File: src/logic/cache_pkg.sv
package cache_pkg;

   // address and word geometry
   localparam int addr_w        = 16;
   localparam int data_w        = 32;
   localparam int nbytes        = data_w / 8;
   localparam int nbytes_w      = 2;
   localparam int word_offset_w = 2; // four words per line
   localparam int index_w       = 4; // 16 lines
   localparam int tag_w         = addr_w - index_w - word_offset_w - nbytes_w;

   localparam int wbuf_depth_w  = 2; // four pending writes

   // shared by the write and read channels
   typedef enum logic [0:0] {
      ch_idle,
      ch_xfer
   } channel_state_t;

   typedef enum logic [2:0] {
      ctrl_idle,
      ctrl_lookup,
      ctrl_drain,     // wait for buffered writes to leave
      ctrl_fill,
      ctrl_fill_done  // re-read the filled line
   } ctrl_state_t;

endpackage

File: src/logic/backend_arbiter.sv
`timescale 1ns/100ps

module backend_arbiter (
   input  logic                            clk_i,
   input  logic                            reset,
   input  logic                            wr_req,
   input  logic [cache_pkg::addr_w-1:0]    wr_addr,
   input  logic [cache_pkg::data_w-1:0]    wr_wdata,
   input  logic [cache_pkg::nbytes-1:0]    wr_wstrb,
   input  logic                            rd_req,
   input  logic [cache_pkg::addr_w-1:0]    rd_addr,
   input  logic                            be_ack,
   output logic                            wr_ack,
   output logic                            rd_ack,
   output logic                            be_valid,
   output logic [cache_pkg::addr_w-1:0]    be_addr,
   output logic [cache_pkg::data_w-1:0]    be_wdata,
   output logic [cache_pkg::nbytes-1:0]    be_wstrb
);
   logic locked, lock_wr;
   logic sel_wr, sel_req;

   assign sel_wr  = locked ? lock_wr : wr_req; // write side wins a tie
   assign sel_req = sel_wr ? wr_req : rd_req;

   assign be_valid = sel_req & ~be_ack;
   assign be_addr  = sel_wr ? wr_addr : rd_addr;
   assign be_wdata = wr_wdata;
   assign be_wstrb = sel_wr ? wr_wstrb : '0; // zero strobe is a read
   assign wr_ack   = be_ack & sel_wr;
   assign rd_ack   = be_ack & ~sel_wr;

   always_ff @(posedge clk_i, posedge reset) begin
      if (reset) begin
         locked  <= 1'b0;
         lock_wr <= 1'b0;
      end else if (be_ack) begin
         locked <= 1'b0;
      end else if (sel_req & ~locked) begin
         locked  <= 1'b1;
         lock_wr <= sel_wr;
      end
   end

   // every ack goes back to a channel still holding its request
   ack_to_requester: assert property (@(posedge clk_i) disable iff (reset)
      be_ack |-> (wr_ack ? wr_req : rd_req));

endmodule

File: src/logic/cache_control.sv
`timescale 1ns/100ps

module cache_control (
   input  logic                              clk_i,
   input  logic                              reset,
   input  logic                              valid,
   input  logic [cache_pkg::addr_w-1:0]      addr,
   input  logic [cache_pkg::data_w-1:0]      wdata,
   input  logic [cache_pkg::nbytes-1:0]      wstrb,
   input  logic                              hit,
   input  logic [cache_pkg::data_w-1:0]      hit_data,
   input  logic                              wbuf_full,
   input  logic                              wbuf_empty,
   input  logic                              fill_done,
   output logic                              ready,
   output logic [cache_pkg::data_w-1:0]      rdata,
   output logic                              lookup_en,
   output logic [cache_pkg::index_w-1:0]     lookup_index,
   output logic                              upd_we,
   output logic [cache_pkg::nbytes-1:0]      upd_strb,
   output logic [cache_pkg::data_w-1:0]      upd_data,
   output logic                              wbuf_push,
   output logic [cache_pkg::addr_w-1:0]      wbuf_addr,
   output logic [cache_pkg::data_w-1:0]      wbuf_wdata,
   output logic [cache_pkg::nbytes-1:0]      wbuf_wstrb,
   output logic                              fill_start,
   output logic [cache_pkg::addr_w-1:0]      fill_addr
);
   import cache_pkg::*;

   ctrl_state_t state, state_nxt;
   logic        is_write;
   logic        respond;

   assign is_write = |wstrb;

   // requester holds these fields until ready
   assign lookup_index = addr[nbytes_w+word_offset_w +: index_w];
   assign upd_strb     = wstrb;
   assign upd_data     = wdata;
   assign wbuf_addr    = addr;
   assign wbuf_wdata   = wdata;
   assign wbuf_wstrb   = wstrb;
   assign fill_addr    = {addr[addr_w-1:nbytes_w+word_offset_w], {(nbytes_w+word_offset_w){1'b0}}};
   assign rdata        = hit_data; // memory output holds until the next lookup

   always_comb begin
      state_nxt  = state;
      lookup_en  = 1'b0;
      upd_we     = 1'b0;
      wbuf_push  = 1'b0;
      fill_start = 1'b0;
      respond    = 1'b0;

      case (state)
         ctrl_idle: begin
            lookup_en = valid & ~ready; // ignore the request just answered
            if (valid & ~ready) state_nxt = ctrl_lookup;
         end
         ctrl_lookup: begin
            if (is_write) begin
               if (~wbuf_full) begin
                  wbuf_push = 1'b1;
                  upd_we    = hit;
                  respond   = 1'b1;
                  state_nxt = ctrl_idle;
               end
            end else if (hit) begin
               respond   = 1'b1;
               state_nxt = ctrl_idle;
            end else begin
               state_nxt = ctrl_drain;
            end
         end
         ctrl_drain: begin
            fill_start = wbuf_empty;
            if (wbuf_empty) state_nxt = ctrl_fill;
         end
         ctrl_fill: begin
            if (fill_done) state_nxt = ctrl_fill_done;
         end
         default: begin // look the filled line up again
            lookup_en = 1'b1;
            state_nxt = ctrl_lookup;
         end
      endcase
   end

   always_ff @(posedge clk_i, posedge reset) begin
      if (reset) begin
         state <= ctrl_idle;
         ready <= 1'b0;
      end else begin
         state <= state_nxt;
         ready <= respond;
      end
   end

   // requester keeps its request steady until ready
   request_held: assert property (@(posedge clk_i) disable iff (reset)
      valid & ~ready |=> valid & $stable(addr) & $stable(wdata) & $stable(wstrb));

endmodule

File: src/logic/cache_memory.sv
`timescale 1ns/100ps

module cache_memory (
   input  logic                                clk_i,
   input  logic                                reset,
   input  logic                                lookup_en,
   input  logic [cache_pkg::index_w-1:0]       lookup_index,
   input  logic [cache_pkg::addr_w-1:0]        lookup_addr,
   input  logic                                upd_we,
   input  logic [cache_pkg::nbytes-1:0]        upd_strb,
   input  logic [cache_pkg::data_w-1:0]        upd_data,
   input  logic                                fill_we,
   input  logic [cache_pkg::index_w-1:0]       fill_index,
   input  logic [cache_pkg::word_offset_w-1:0] fill_word,
   input  logic [cache_pkg::data_w-1:0]        fill_data,
   input  logic [cache_pkg::tag_w-1:0]         fill_tag,
   output logic                                hit,
   output logic [cache_pkg::data_w-1:0]        hit_data
);
   import cache_pkg::*;

   logic [tag_w-1:0]  tag_mem  [2**index_w];
   logic [data_w-1:0] data_mem [2**(index_w+word_offset_w)];
   logic [2**index_w-1:0] valid_bits;

   logic [tag_w-1:0]  tag_q;
   logic              valid_q;
   logic [index_w+word_offset_w-1:0] upd_word_addr;
   logic [word_offset_w-1:0]         lookup_word;

   assign upd_word_addr = lookup_addr[nbytes_w +: index_w+word_offset_w];
   assign lookup_word   = lookup_addr[nbytes_w +: word_offset_w];

   assign hit = valid_q & (tag_q == lookup_addr[addr_w-1 -: tag_w]);

   always_ff @(posedge clk_i, posedge reset) begin
      if (reset) begin
         valid_bits <= '0;
         valid_q    <= 1'b0;
      end else begin
         if (fill_we & (&fill_word)) valid_bits[fill_index] <= 1'b1; // line complete
         if (lookup_en) valid_q <= valid_bits[lookup_index];
      end
   end

   always_ff @(posedge clk_i) begin
      if (lookup_en) begin
         tag_q    <= tag_mem[lookup_index];
         hit_data <= data_mem[{lookup_index, lookup_word}];
      end
      if (fill_we) begin
         data_mem[{fill_index, fill_word}] <= fill_data;
         if (&fill_word) tag_mem[fill_index] <= fill_tag;
      end else if (upd_we) begin
         for (int b = 0; b < nbytes; b++)
            if (upd_strb[b]) data_mem[upd_word_addr][b*8 +: 8] <= upd_data[b*8 +: 8];
      end
   end

   // controller never updates while the read channel is filling
   no_dual_write: assert property (@(posedge clk_i) disable iff (reset)
      !(upd_we && fill_we));

endmodule

File: src/logic/cache_top.sv
`timescale 1ns/100ps

module cache_top (
   input  logic                           clk_i,
   input  logic                           reset,
   input  logic                           valid,
   input  logic [cache_pkg::addr_w-1:0]   addr,
   input  logic [cache_pkg::data_w-1:0]   wdata,
   input  logic [cache_pkg::nbytes-1:0]   wstrb,
   output logic                           ready,
   output logic [cache_pkg::data_w-1:0]   rdata,
   output logic                           be_valid,
   output logic [cache_pkg::addr_w-1:0]   be_addr,
   output logic [cache_pkg::data_w-1:0]   be_wdata,
   output logic [cache_pkg::nbytes-1:0]   be_wstrb,
   input  logic                           be_ack,
   input  logic [cache_pkg::data_w-1:0]   be_rdata
);
   import cache_pkg::*;

   logic lookup_en, upd_we, hit, wbuf_push, wbuf_full, wbuf_empty, wbuf_pop;
   logic fill_start, fill_done, fill_we, wr_req, wr_ack, rd_req, rd_ack;
   logic [index_w-1:0]       lookup_index, fill_index;
   logic [nbytes-1:0]        upd_strb, wbuf_wstrb, head_wstrb, wr_wstrb;
   logic [data_w-1:0]        upd_data, hit_data, wbuf_wdata, head_wdata, wr_wdata, fill_data;
   logic [addr_w-1:0]        wbuf_addr, head_addr, fill_addr, wr_addr, rd_addr;
   logic [word_offset_w-1:0] fill_word;
   logic [tag_w-1:0]         fill_tag;

   cache_control u_control (
      .clk_i, .reset, .valid, .addr, .wdata, .wstrb, .hit, .hit_data, .wbuf_full,
      .wbuf_empty, .fill_done, .ready, .rdata, .lookup_en, .lookup_index, .upd_we,
      .upd_strb, .upd_data, .wbuf_push, .wbuf_addr, .wbuf_wdata, .wbuf_wstrb,
      .fill_start, .fill_addr
   );

   cache_memory u_memory (
      .clk_i, .reset, .lookup_en, .lookup_index, .lookup_addr(addr), .upd_we, .upd_strb,
      .upd_data, .fill_we, .fill_index, .fill_word, .fill_data, .fill_tag, .hit, .hit_data
   );

   write_buffer u_wbuf (
      .clk_i, .reset, .push(wbuf_push), .in_addr(wbuf_addr), .in_wdata(wbuf_wdata),
      .in_wstrb(wbuf_wstrb), .pop(wbuf_pop), .full(wbuf_full), .empty(wbuf_empty),
      .head_addr, .head_wdata, .head_wstrb
   );

   write_channel u_write_ch (
      .clk_i, .reset, .wbuf_empty, .head_addr, .head_wdata, .head_wstrb, .ack(wr_ack),
      .wbuf_pop, .req(wr_req), .req_addr(wr_addr), .req_wdata(wr_wdata),
      .req_wstrb(wr_wstrb)
   );

   read_channel u_read_ch (
      .clk_i, .reset, .fill_start, .fill_addr, .ack(rd_ack), .be_rdata, .req(rd_req),
      .req_addr(rd_addr), .fill_we, .fill_index, .fill_word, .fill_data, .fill_tag,
      .fill_done
   );

   backend_arbiter u_arbiter (
      .clk_i, .reset, .wr_req, .wr_addr, .wr_wdata, .wr_wstrb, .rd_req, .rd_addr, .be_ack,
      .wr_ack, .rd_ack, .be_valid, .be_addr, .be_wdata, .be_wstrb
   );

endmodule

File: src/logic/read_channel.sv
`timescale 1ns/100ps

module read_channel (
   input  logic                                clk_i,
   input  logic                                reset,
   input  logic                                fill_start,
   input  logic [cache_pkg::addr_w-1:0]        fill_addr,
   input  logic                                ack,
   input  logic [cache_pkg::data_w-1:0]        be_rdata,
   output logic                                req,
   output logic [cache_pkg::addr_w-1:0]        req_addr,
   output logic                                fill_we,
   output logic [cache_pkg::index_w-1:0]       fill_index,
   output logic [cache_pkg::word_offset_w-1:0] fill_word,
   output logic [cache_pkg::data_w-1:0]        fill_data,
   output logic [cache_pkg::tag_w-1:0]         fill_tag,
   output logic                                fill_done
);
   import cache_pkg::*;

   channel_state_t           state;
   logic [word_offset_w-1:0] word_cnt;
   logic [tag_w-1:0]         line_tag;
   logic [index_w-1:0]       line_index;

   assign req        = (state == ch_xfer);
   assign req_addr   = {line_tag, line_index, word_cnt, {nbytes_w{1'b0}}};
   assign fill_we    = req & ack;
   assign fill_index = line_index;
   assign fill_word  = word_cnt;
   assign fill_data  = be_rdata;
   assign fill_tag   = line_tag;

   always_ff @(posedge clk_i, posedge reset) begin
      if (reset) begin
         state     <= ch_idle;
         word_cnt  <= '0;
         fill_done <= 1'b0;
      end else begin
         fill_done <= 1'b0;
         case (state)
            ch_idle: begin
               word_cnt <= '0;
               if (fill_start) state <= ch_xfer;
            end
            default: begin
               if (ack) begin
                  word_cnt <= word_cnt + 1'b1;
                  if (&word_cnt) begin // last word of the line
                     state     <= ch_idle;
                     fill_done <= 1'b1;
                  end
               end
            end
         endcase
      end
   end

   always_ff @(posedge clk_i) begin
      if (fill_start) begin
         line_tag   <= fill_addr[addr_w-1 -: tag_w];
         line_index <= fill_addr[nbytes_w+word_offset_w +: index_w];
      end
   end

endmodule

File: src/logic/write_buffer.sv
`timescale 1ns/100ps

module write_buffer (
   input  logic                            clk_i,
   input  logic                            reset,
   input  logic                            push,
   input  logic [cache_pkg::addr_w-1:0]    in_addr,
   input  logic [cache_pkg::data_w-1:0]    in_wdata,
   input  logic [cache_pkg::nbytes-1:0]    in_wstrb,
   input  logic                            pop,
   output logic                            full,
   output logic                            empty,
   output logic [cache_pkg::addr_w-1:0]    head_addr,
   output logic [cache_pkg::data_w-1:0]    head_wdata,
   output logic [cache_pkg::nbytes-1:0]    head_wstrb
);
   import cache_pkg::*;

   logic [addr_w-1:0] addr_mem  [2**wbuf_depth_w];
   logic [data_w-1:0] wdata_mem [2**wbuf_depth_w];
   logic [nbytes-1:0] wstrb_mem [2**wbuf_depth_w];

   logic [wbuf_depth_w-1:0] wr_ptr, rd_ptr;
   logic [wbuf_depth_w:0]   count;

   assign full       = (count == (wbuf_depth_w+1)'(2**wbuf_depth_w));
   assign empty      = (count == '0);
   assign head_addr  = addr_mem[rd_ptr];
   assign head_wdata = wdata_mem[rd_ptr];
   assign head_wstrb = wstrb_mem[rd_ptr];

   always_ff @(posedge clk_i, posedge reset) begin
      if (reset) begin
         wr_ptr <= '0;
         rd_ptr <= '0;
         count  <= '0;
      end else begin
         if (push) wr_ptr <= wr_ptr + 1'b1; // pointers wrap naturally
         if (pop) rd_ptr <= rd_ptr + 1'b1;
         count <= count + (wbuf_depth_w+1)'(push) - (wbuf_depth_w+1)'(pop);
      end
   end

   always_ff @(posedge clk_i) begin
      if (push) begin
         addr_mem[wr_ptr]  <= in_addr;
         wdata_mem[wr_ptr] <= in_wdata;
         wstrb_mem[wr_ptr] <= in_wstrb;
      end
   end

   no_pop_when_empty: assert property (@(posedge clk_i) disable iff (reset) pop |-> !empty);
   no_push_when_full: assert property (@(posedge clk_i) disable iff (reset) push |-> !full);

endmodule

File: src/logic/write_channel.sv
`timescale 1ns/100ps

module write_channel (
   input  logic                            clk_i,
   input  logic                            reset,
   input  logic                            wbuf_empty,
   input  logic [cache_pkg::addr_w-1:0]    head_addr,
   input  logic [cache_pkg::data_w-1:0]    head_wdata,
   input  logic [cache_pkg::nbytes-1:0]    head_wstrb,
   input  logic                            ack,
   output logic                            wbuf_pop,
   output logic                            req,
   output logic [cache_pkg::addr_w-1:0]    req_addr,
   output logic [cache_pkg::data_w-1:0]    req_wdata,
   output logic [cache_pkg::nbytes-1:0]    req_wstrb
);
   import cache_pkg::*;

   channel_state_t state;

   // word aligned, byte lanes come from the strobe
   assign req_addr  = {head_addr[addr_w-1:nbytes_w], {nbytes_w{1'b0}}};
   assign req_wdata = head_wdata;

   always_ff @(posedge clk_i, posedge reset) begin
      if (reset) begin
         state <= ch_idle;
      end else begin
         case (state)
            ch_idle: begin
               if (~wbuf_empty) state <= ch_xfer;
            end
            default: begin
               // stay while entries keep coming
               if (wbuf_empty) state <= ch_idle;
            end
         endcase
      end
   end

   always_comb begin
      req       = 1'b0;
      req_wstrb = '0;
      wbuf_pop  = 1'b0;

      case (state)
         ch_xfer: begin
            req       = ~wbuf_empty;
            req_wstrb = head_wstrb;
            wbuf_pop  = ack; // entry leaves in its ack cycle
         end
         default: ;
      endcase
   end

endmodule
File: config.mk
export PLATFORM = sky130hd
export DESIGN_NAME = cache_top
export DESIGN_NICKNAME = d
export VERILOG_FILES = /design/src/logic/cache_pkg.sv /design/src/logic/backend_arbiter.sv /design/src/logic/cache_control.sv /design/src/logic/cache_memory.sv /design/src/logic/cache_top.sv /design/src/logic/read_channel.sv /design/src/logic/write_buffer.sv /design/src/logic/write_channel.sv
export SDC_FILE = /design/constraint.sdc
export NUM_CORES = 2
export LEC_CHECK = 0
export BUFFER_PORTS_ARGS = -buffer_cell sky130_fd_sc_hd__buf_2
export CAP_MARGIN = 10
export CELL_PAD_IN_SITES_DETAIL_PLACEMENT = 0
export CELL_PAD_IN_SITES_GLOBAL_PLACEMENT = 1
export CORE_ASPECT_RATIO = 2
export CORE_UTILIZATION = 50
export CTS_BUF_LIST = sky130_fd_sc_hd__clkbuf_4 sky130_fd_sc_hd__clkbuf_8 sky130_fd_sc_hd__clkbuf_16
export DETAILED_ROUTE_END_ITERATION = 10
export PLACE_DENSITY = 0.85
export SLEW_MARGIN = 20
export SYNTH_ARGS = -nofsm -noshare
export SYNTH_HDL_FRONTEND = slang
export SYNTH_SLANG_ARGS = --single-unit
File: constraint.sdc
create_clock -name clk_i -period 3 [get_ports clk_i]
set_input_delay 0.45 -clock clk_i [delete_from_list [all_inputs] [get_ports clk_i]]
set_output_delay 0.45 -clock clk_i [all_outputs]
set_load 0.01 [all_outputs]
After elaboration in Yosys (flattened, before gate mapping):

Memories as Yosys holds them, arrays and structs flattened. A register that Yosys moved wholly into a read port is not among the register bits.
Index checks and enable logic that the tools add are counted.

* memories: 5
* memory bits (writable): 2384
* bits in latches: 0
* ROM bits: 0
* bits in registers: 47
* input bits: 88

* multiply operators: 0
* reductions and logical operators: 10
* equal/unequal tests: 10
* muxes and demuxes: 66
* div/mod/pow operators: 0
* shifts and indexed selects: 0
* $lt $le $gt $ge: 3
* bitwise operators: 14
* $add $sub $neg: 5

Memories
* u_memory.data_mem: depth 64, bits a word 32, rd ports 1, clocked after memory_dff 1, write ports 1, RTL line cache_memory.sv:23 `logic [data_w-1:0] data_mem [2**(index_w+word_offset_w)];`
* u_memory.tag_mem: depth 16, bits a word 8, rd ports 1, clocked after memory_dff 1, write ports 1, RTL line cache_memory.sv:22 `logic [tag_w-1:0] tag_mem [2**index_w];`
* u_wbuf.wdata_mem: depth 4, bits a word 32, rd ports 1, clocked after memory_dff 0, write ports 1, RTL line write_buffer.sv:20 `logic [data_w-1:0] wdata_mem [2**wbuf_depth_w];`
* u_wbuf.addr_mem: depth 4, bits a word 16, rd ports 1, clocked after memory_dff 0, write ports 1, RTL line write_buffer.sv:19 `logic [addr_w-1:0] addr_mem [2**wbuf_depth_w];`
* u_wbuf.wstrb_mem: depth 4, bits a word 4, rd ports 1, clocked after memory_dff 0, write ports 1, RTL line write_buffer.sv:21 `logic [nbytes-1:0] wstrb_mem [2**wbuf_depth_w];`

Operators by type and width (count)
* $mux W1: 48
* $mux W32: 1
* $reduce_or A32 Y1: 1
* $mux W16: 1
* $or A16 B16 Y16: 1
* $mux W3: 5
* $mux W4: 3
* $pmux W3 S4: 1
* $lt A4 B5 Y1 const B: 2
* $and A1 B1 Y1: 8
* $eq A8 B8 Y1: 1
* $ne A2 B1 Y1 const B: 4
* $add A2 B1 Y2 const B: 3
* $eq A3 B2 Y1 const B: 2
* $logic_not A3 Y1: 2
* $mux W2: 3
* $mux W6: 1
* $not A1 Y1: 5
* $bmux W1 S4: 1
* $demux W1 S4: 1
* $ge A4 B1 Y1 const B: 1
* $reduce_and A2 Y1: 2
* $reduce_and A4 Y1: 1
* $reduce_or A4 Y1: 1
* 9 further kinds: 9

Logic depth before layout (Yosys ltp):

* depth in word-level cells: 11
* depth in mapped cells: 11
* gate-level depth less buffers: 11

Cells and area by module:

From an unflattened synthesis, not the netlist that was laid out.

* cells, all modules: 4560
* area, all modules: 98035.3 um^2

By module, submodules not included
* cache_memory: cells each 3883, area an instance 86764.5 um^2, times used 1
* write_buffer: cells each 307, area an instance 7962.6 um^2, times used 1
* cache_control: cells each 169, area an instance 1325.0 um^2, times used 1
* read_channel: cells each 75, area an instance 894.6 um^2, times used 1
* backend_arbiter: cells each 68, area an instance 651.9 um^2, times used 1
* write_channel: cells each 58, area an instance 436.7 um^2, times used 1

Worst setup path after synthesis:

Ideal clock, no wire load.

* kind: reg-to-reg
* start point: register u_control.state[1]
* end point: memory u_wbuf.addr_mem[0][10], enable pin
* path slack: 7 ps
* period minus slack after synthesis: 2993 ps
* stages on the path, launching flop included: 6
* path buffers: 1
* data arrival time: 2580 ps
* required time: 2587 ps
* library setup time: 413 ps
* path through: dfrtp_1 > or3b_1 > nand3b_4 > inv_2 > buf_2 > and2_1

* word-level cells in the longest chain between the ends: 4

RTL lines
* start, declared: RTL line cache_control.sv:31 `ctrl_state_t state, state_nxt;`
* start signal, assigned: RTL line cache_control.sv:91 `state <= ctrl_idle;`
* start signal, assigned: RTL line cache_control.sv:94 `state <= state_nxt;`
* $eq A3 B1 Y1: RTL line cache_control.sv:55 `case (state)`
* $mux W1: RTL line cache_control.sv:55
* via u_control.wbuf_push: RTL line cache_control.sv:22 `output logic wbuf_push,`
* $mux W1: RTL line write_buffer.sv:45 `if (push) begin`
* $mux W1 (not written as such): RTL line write_buffer.sv:46 `addr_mem[wr_ptr] <= in_addr;`
* end, declared: RTL line write_buffer.sv:19

The timed path passes the listed nets, and every way through them passes these cells.

Final worst setup path:

* start point: register u_wbuf.count[2]
* end point: memory u_memory.data_mem[7][12], enable pin

* word-level cells in the longest chain between the ends: 11
* elaborated cells between the ends (all ways): 28

RTL lines
* start, declared: RTL line write_buffer.sv:24 `logic [wbuf_depth_w:0] count;`
* start signal, assigned: RTL line write_buffer.sv:40 `count <= count + (wbuf_depth_w+1)'(push) - (wbuf_depth_w+1)'(pop);`
* $logic_not A3 Y1: RTL line write_buffer.sv:27 `assign empty = (count == '0);`
* $not A1 Y1
* $mux W1: RTL line write_channel.sv:46 `case (state)`
* $mux W1: RTL line backend_arbiter.sv:23 `assign sel_wr = locked ? lock_wr : wr_req;`
* $not A1 Y1: RTL line backend_arbiter.sv:31 `assign rd_ack = be_ack & ~sel_wr;`
* $and A1 B1 Y1: RTL line backend_arbiter.sv:31
* $and A1 B1 Y1: RTL line read_channel.sv:28 `assign fill_we = req & ack;`
* $mux W1: RTL line cache_memory.sv:51 `if (fill_we) begin`
* $mux W1 (not written as such): RTL line cache_memory.sv:56 `if (upd_strb[b]) data_mem[upd_word_addr][b*8 +: 8] <= upd_data[b*8 +: 8];`
* $reduce_or A32 Y1 (no source line)
* $mux W6 (no source line) or $mux W4 (tied branches)
* end, declared: RTL line cache_memory.sv:23

Parallel ways exist; a longest one is shown, timed or not.

==> results.py <==
metrics = {
    "setup_path": {
        "endpoint_kind": "flop",
        "slowest_delay_ps": 460,
        "path_cells": "buf_4 > o31ai_2 > o211a_1 > nand4_1 > buf_4 > a22oi_1 > buf_4",
        "cpMostUsedCell": "buf_4",
        "crit_slowest_cell": "o211a_1",
        "critPathTopFamily": "compound AO/OA/AOI/OAI gates",
        "cp.arrival_ps": 3570,
        "crit_buf_inv": 3,
        "worstPathRequired_ps": 3570,
        "critPathMaxFanout": 14,
        "cp-start-kind": "flop",
        "path_class": "reg -> reg",
    },
    "timing": {
        "finalMaxSlewViolations": 0,
        "setup_viol": 2,
        "rsz0062_at_grt": "yes",
        "hold_viol": 0,
        "timing.fmax_mhz": 333.3,
        "layout_setup_ws_ps": -0.1190,
        "tightest_slew_ps": 930.4,
        "fin_crit_ps": 3000,
        "slew_headroom": 0.3791,
        "clock_skew_ps": 39.22,
        "fin_crit_sh": 1.000,
    },
    "place": {
        "place_area_um2": 106500,
        "place_congestion": 0.9278,
        "port_buffers": 169,
        "dp.cells": 7765,
        "dp_hpwl_mm": 182.2,
    },
    "logic_synthesis": {
        "synth-edff-count": 2428,
        "synth_top_area_cell": "edfxtp_1",
        "synthArstFlopShare": 0.01421,
        "postSynthAreaPerCell_um2": 20.89,
        "synth_cell_types": 64,
        "syn_area_um2": 97300,
        "netlist.area_leader.share": 0.7493,
        "ys_seq_elements": 2463,
        "ys_top_cells_by_area": "edfxtp_1 (75%), mux4_2 (12%), mux2i_1 (4.1%)",
        "yosysWarnings": 0,
        "synth_flop_cell": "edfxtp_1",
        "ys_seq_area_frac": 0.7583,
        "synth_cells": 4658,
    },
    "floorplanning": {
        "row_count": 228,
        "die_area_um2": 196500,
        "fp.coreArea_um2": 193100,
        "die_y_um": 625.9,
        "dieWidth_um": 313.9,
        "io_pins": 174,
        "start_util": 0.5038,
    },
    "power_and_ir_drop": {
        "p_per_area_nw_per_um2": 655.6,
        "p_sw_frac": 0.2351,
        "intPower_mw": 56.99,
        "power_frac_comb": 0.120,
        "vdd_drop_max_mv": 0.4644,
        "clkPwrFrac": 0.352,
        "p_seq_frac": 0.527,
        "p_leak_nw": 38.21,
        "switching_power_mw": 17.51,
    },
    "finish": {
        "final_area_um2": 113600,
        "stdcell_count": 8174,
        "utilization": 0.5885,
        "area_growth_pct": 16.80,
        "finalNetCount": 5583,
        "multiInputGateArea_um2": 22080,
        "regArea_um2": 73800,
        "num-fill-cells": 13147,
        "final_layout_size_suffix_gt1_frac": 0.3266,
    },
    "grt": {
        "grt_max_degree": 68,
        "grt_pass1_wl_mm": 382.4,
        "grt_pass1_vias": 53942,
        "antenna_found_initial": 12,
        "gr-usage-all-layers": 0.2759,
        "overflow": 0,
    },
    "clock_network": {
        "h-tree-depth": 4,
        "numCtsBuffers": 195,
        "clock_path_buffers": 4,
        "clock_latency_ps": 840,
        "clock-root-buffer": "clkbuf_16",
        "clk_pin_slew_ps": 70,
        "cts_tree": "done",
        "clock-sinks": 2463,
    },
    "run_status": {
        "outcome": "finished, violations left",
        "violations": "negative setup slack",
    },
    "route": {
        "vias_per_cell": 6.416,
        "drt_iter0_drc": 6188,
        "routed_wl_mm": 271.9,
        "remaining_drc_errors": 0,
        "wl_per_cell_um": 33.27,
        "drt_pre_antenna_iters": 8,
        "vias": 52446,
        "drtAntennaViolNets": 0,
    },
    "hold_path": {
        "min_path_type": "in -> reg",
    },
    "run": {
        "maxCapViolCount": 0,
    },
}
-- placed cells by master, fill, tap and decap left out, types with 6 or more instances in the layout --
cell	Yosys	final
edfxtp_1	2428	2428
buf_4	50	624
mux4_2	505	505
mux2i_1	403	403
a22oi_1	385	383
clkbuf_16	0	201
buf_2	82	158
nand2_1	110	106
buf_12	0	102
nor2_1	68	64
nand3_1	64	60
mux2_2	44	52
o21ai_0	45	43
dlygate4sd3_1	0	42
clkbuf_4	1	39
clkinv_1	0	34
dfrtp_1	35	31
clkinv_2	0	30
o22ai_1	25	25
bufinv_16	0	20
a21oi_1	18	17
or2_2	16	16
nand2b_1	15	15
nor2b_1	21	15
xnor2_1	13	11
buf_6	15	11
inv_1	10	10
and2_1	14	9
nand4_1	8	8
clkinv_4	0	8
diode_2	0	7
ha_1	7	7
mux2_4	0	6
a211oi_1	6	6
clkinvlp_4	0	6
-- registers in the layout (all words and copies together), names as in the netlist, 3 cells and up --
name and count:
u_wbuf.count 3, u_read_ch.fill_tag 8, u_control.state 3, u_memory.tag_mem 128, u_read_ch.fill_index 4, u_memory.valid_bits 16, u_wbuf.wstrb_mem 16, u_wbuf.addr_mem 56
u_memory.hit_data 32, u_memory.tag_q 8, u_wbuf.wdata_mem 128, u_memory.data_mem 2048
-- area by class of cell --
type | instances | share of cell area
antenna | 7 | 0.0001541
clock inverter | 103 | 0.009149
inverter | 11 | 0.0003633
tap | 2530 | 0.02785
sequential | 2463 | 0.6493
multi-input combinational | 1875 | 0.1943
timing repair buffer | 941 | 0.07157
clock buffer | 244 | 0.04732
-- final timing paths --
| path | start | end | slack [ps] | cells past startpoint |
|---|---|---|---|---|
| setup / recovery | u_wbuf.count[2] | u_memory.data_mem[7][12] | -0.1 | 7 |
| hold / removal | wstrb[1] | u_wbuf.wstrb_mem[0][1] | 140 | 2 |
| setup reg to reg | u_wbuf.count[2] | u_memory.data_mem[7][12] | -0.1 | 7 |
| hold reg to reg | u_memory.valid_bits[6] | u_memory.valid_bits[6] | 470 | 1 |
| max in group asynchronous | reset | u_wbuf.rd_ptr[1] | 2330 | 4 |
| min in group asynchronous | reset | u_memory.valid_q | 300 | 4 |
-- cells by family after synthesis --
family	share of synthesized area
AOI/OAI and AO/OA	0.03963
xor gates and xnor gates	0.001260
adders and majority gates	0.001106
buffers and inverters	0.01657
DFF	0.7583
muxes	0.1651
other	0.00003854
and+or+nand+nor	0.01804
-- layer usage --
| layer | up-vias | GRT usage | routed length (µm) |
|---|---|---|---|
| li1 | 21154 | - | - |
| met1 | 26958 | 0.2844 | 81180 |
| met2 | 3348 | 0.4909 | 142800 |
| met3 | 980 | 0.04264 | 20940 |
| met4 | 6 | 0.2275 | 26940 |
| met5 | - | 0 | 40 |
-- timing repair --
action,4_1_cts,5_1_grt
buffers inserted,9,2
pin swaps,2,0
endpoints found under the hold margin,204,0
cloned,2,0
endpoints found under the setup margin,65,411
hold buffers,42,0
gates resized for setup,18,17
-- Yosys cell counts, drive strengths merged, types with 4 or more instances --
| cell type | n |
|---|---|
| clkbuf | 150 |
| a31oi | 5 |
| nand2 | 110 |
| a22oi | 385 |
| nor2 | 68 |
| nor2b | 21 |
| a211o | 5 |
| o21ai | 46 |
| o2111ai | 5 |
| o221ai | 4 |
| and3 | 5 |
| ha | 7 |
| nand3 | 65 |
| buf | 160 |
| a21o | 5 |
| or2 | 16 |
| mux2i | 403 |
| nor4 | 6 |
| a221o | 5 |
| a21oi | 18 |
| nand3b | 4 |
| inv | 11 |
| a211oi | 6 |
| and2 | 14 |
| a311o | 7 |
| o22ai | 25 |
| dfrtp | 35 |
| o21bai | 4 |
| edfxtp | 2428 |
| a22o | 5 |
| nand2b | 15 |
| mux4 | 505 |
| xnor2 | 13 |
| nand4 | 9 |
| mux2 | 58 |
| or3 | 4 |
| or4 | 8 |
-- power groups by stage --
stage               clock [mW]  sequential, mW  combinational, mW
floorplan                    0            39.8               4.61
global placement             0            40.0               8.09
detailed placement           0            40.1               8.24
CTS                       26.4            39.3               8.77
global route              27.5            39.3               9.26
finish                    26.2            39.3               8.98
-- stage by stage --
step	setup TNS, ps	hold slack (ps)	power, mW	setup WS [ps]
CTS	-61.86	80.86	74.47	-10.16
floorplan	0	433.7	44.40	7.464
global placement	-2799	445.7	48.12	-198.2
global route	-257.7	105.8	76.13	-28.54
detailed placement	-7130	453.0	48.35	-274.6
finish	-0.2289	136.8	74.50	-0.1190
Note: power is estimated with default switching activity, not from simulation.
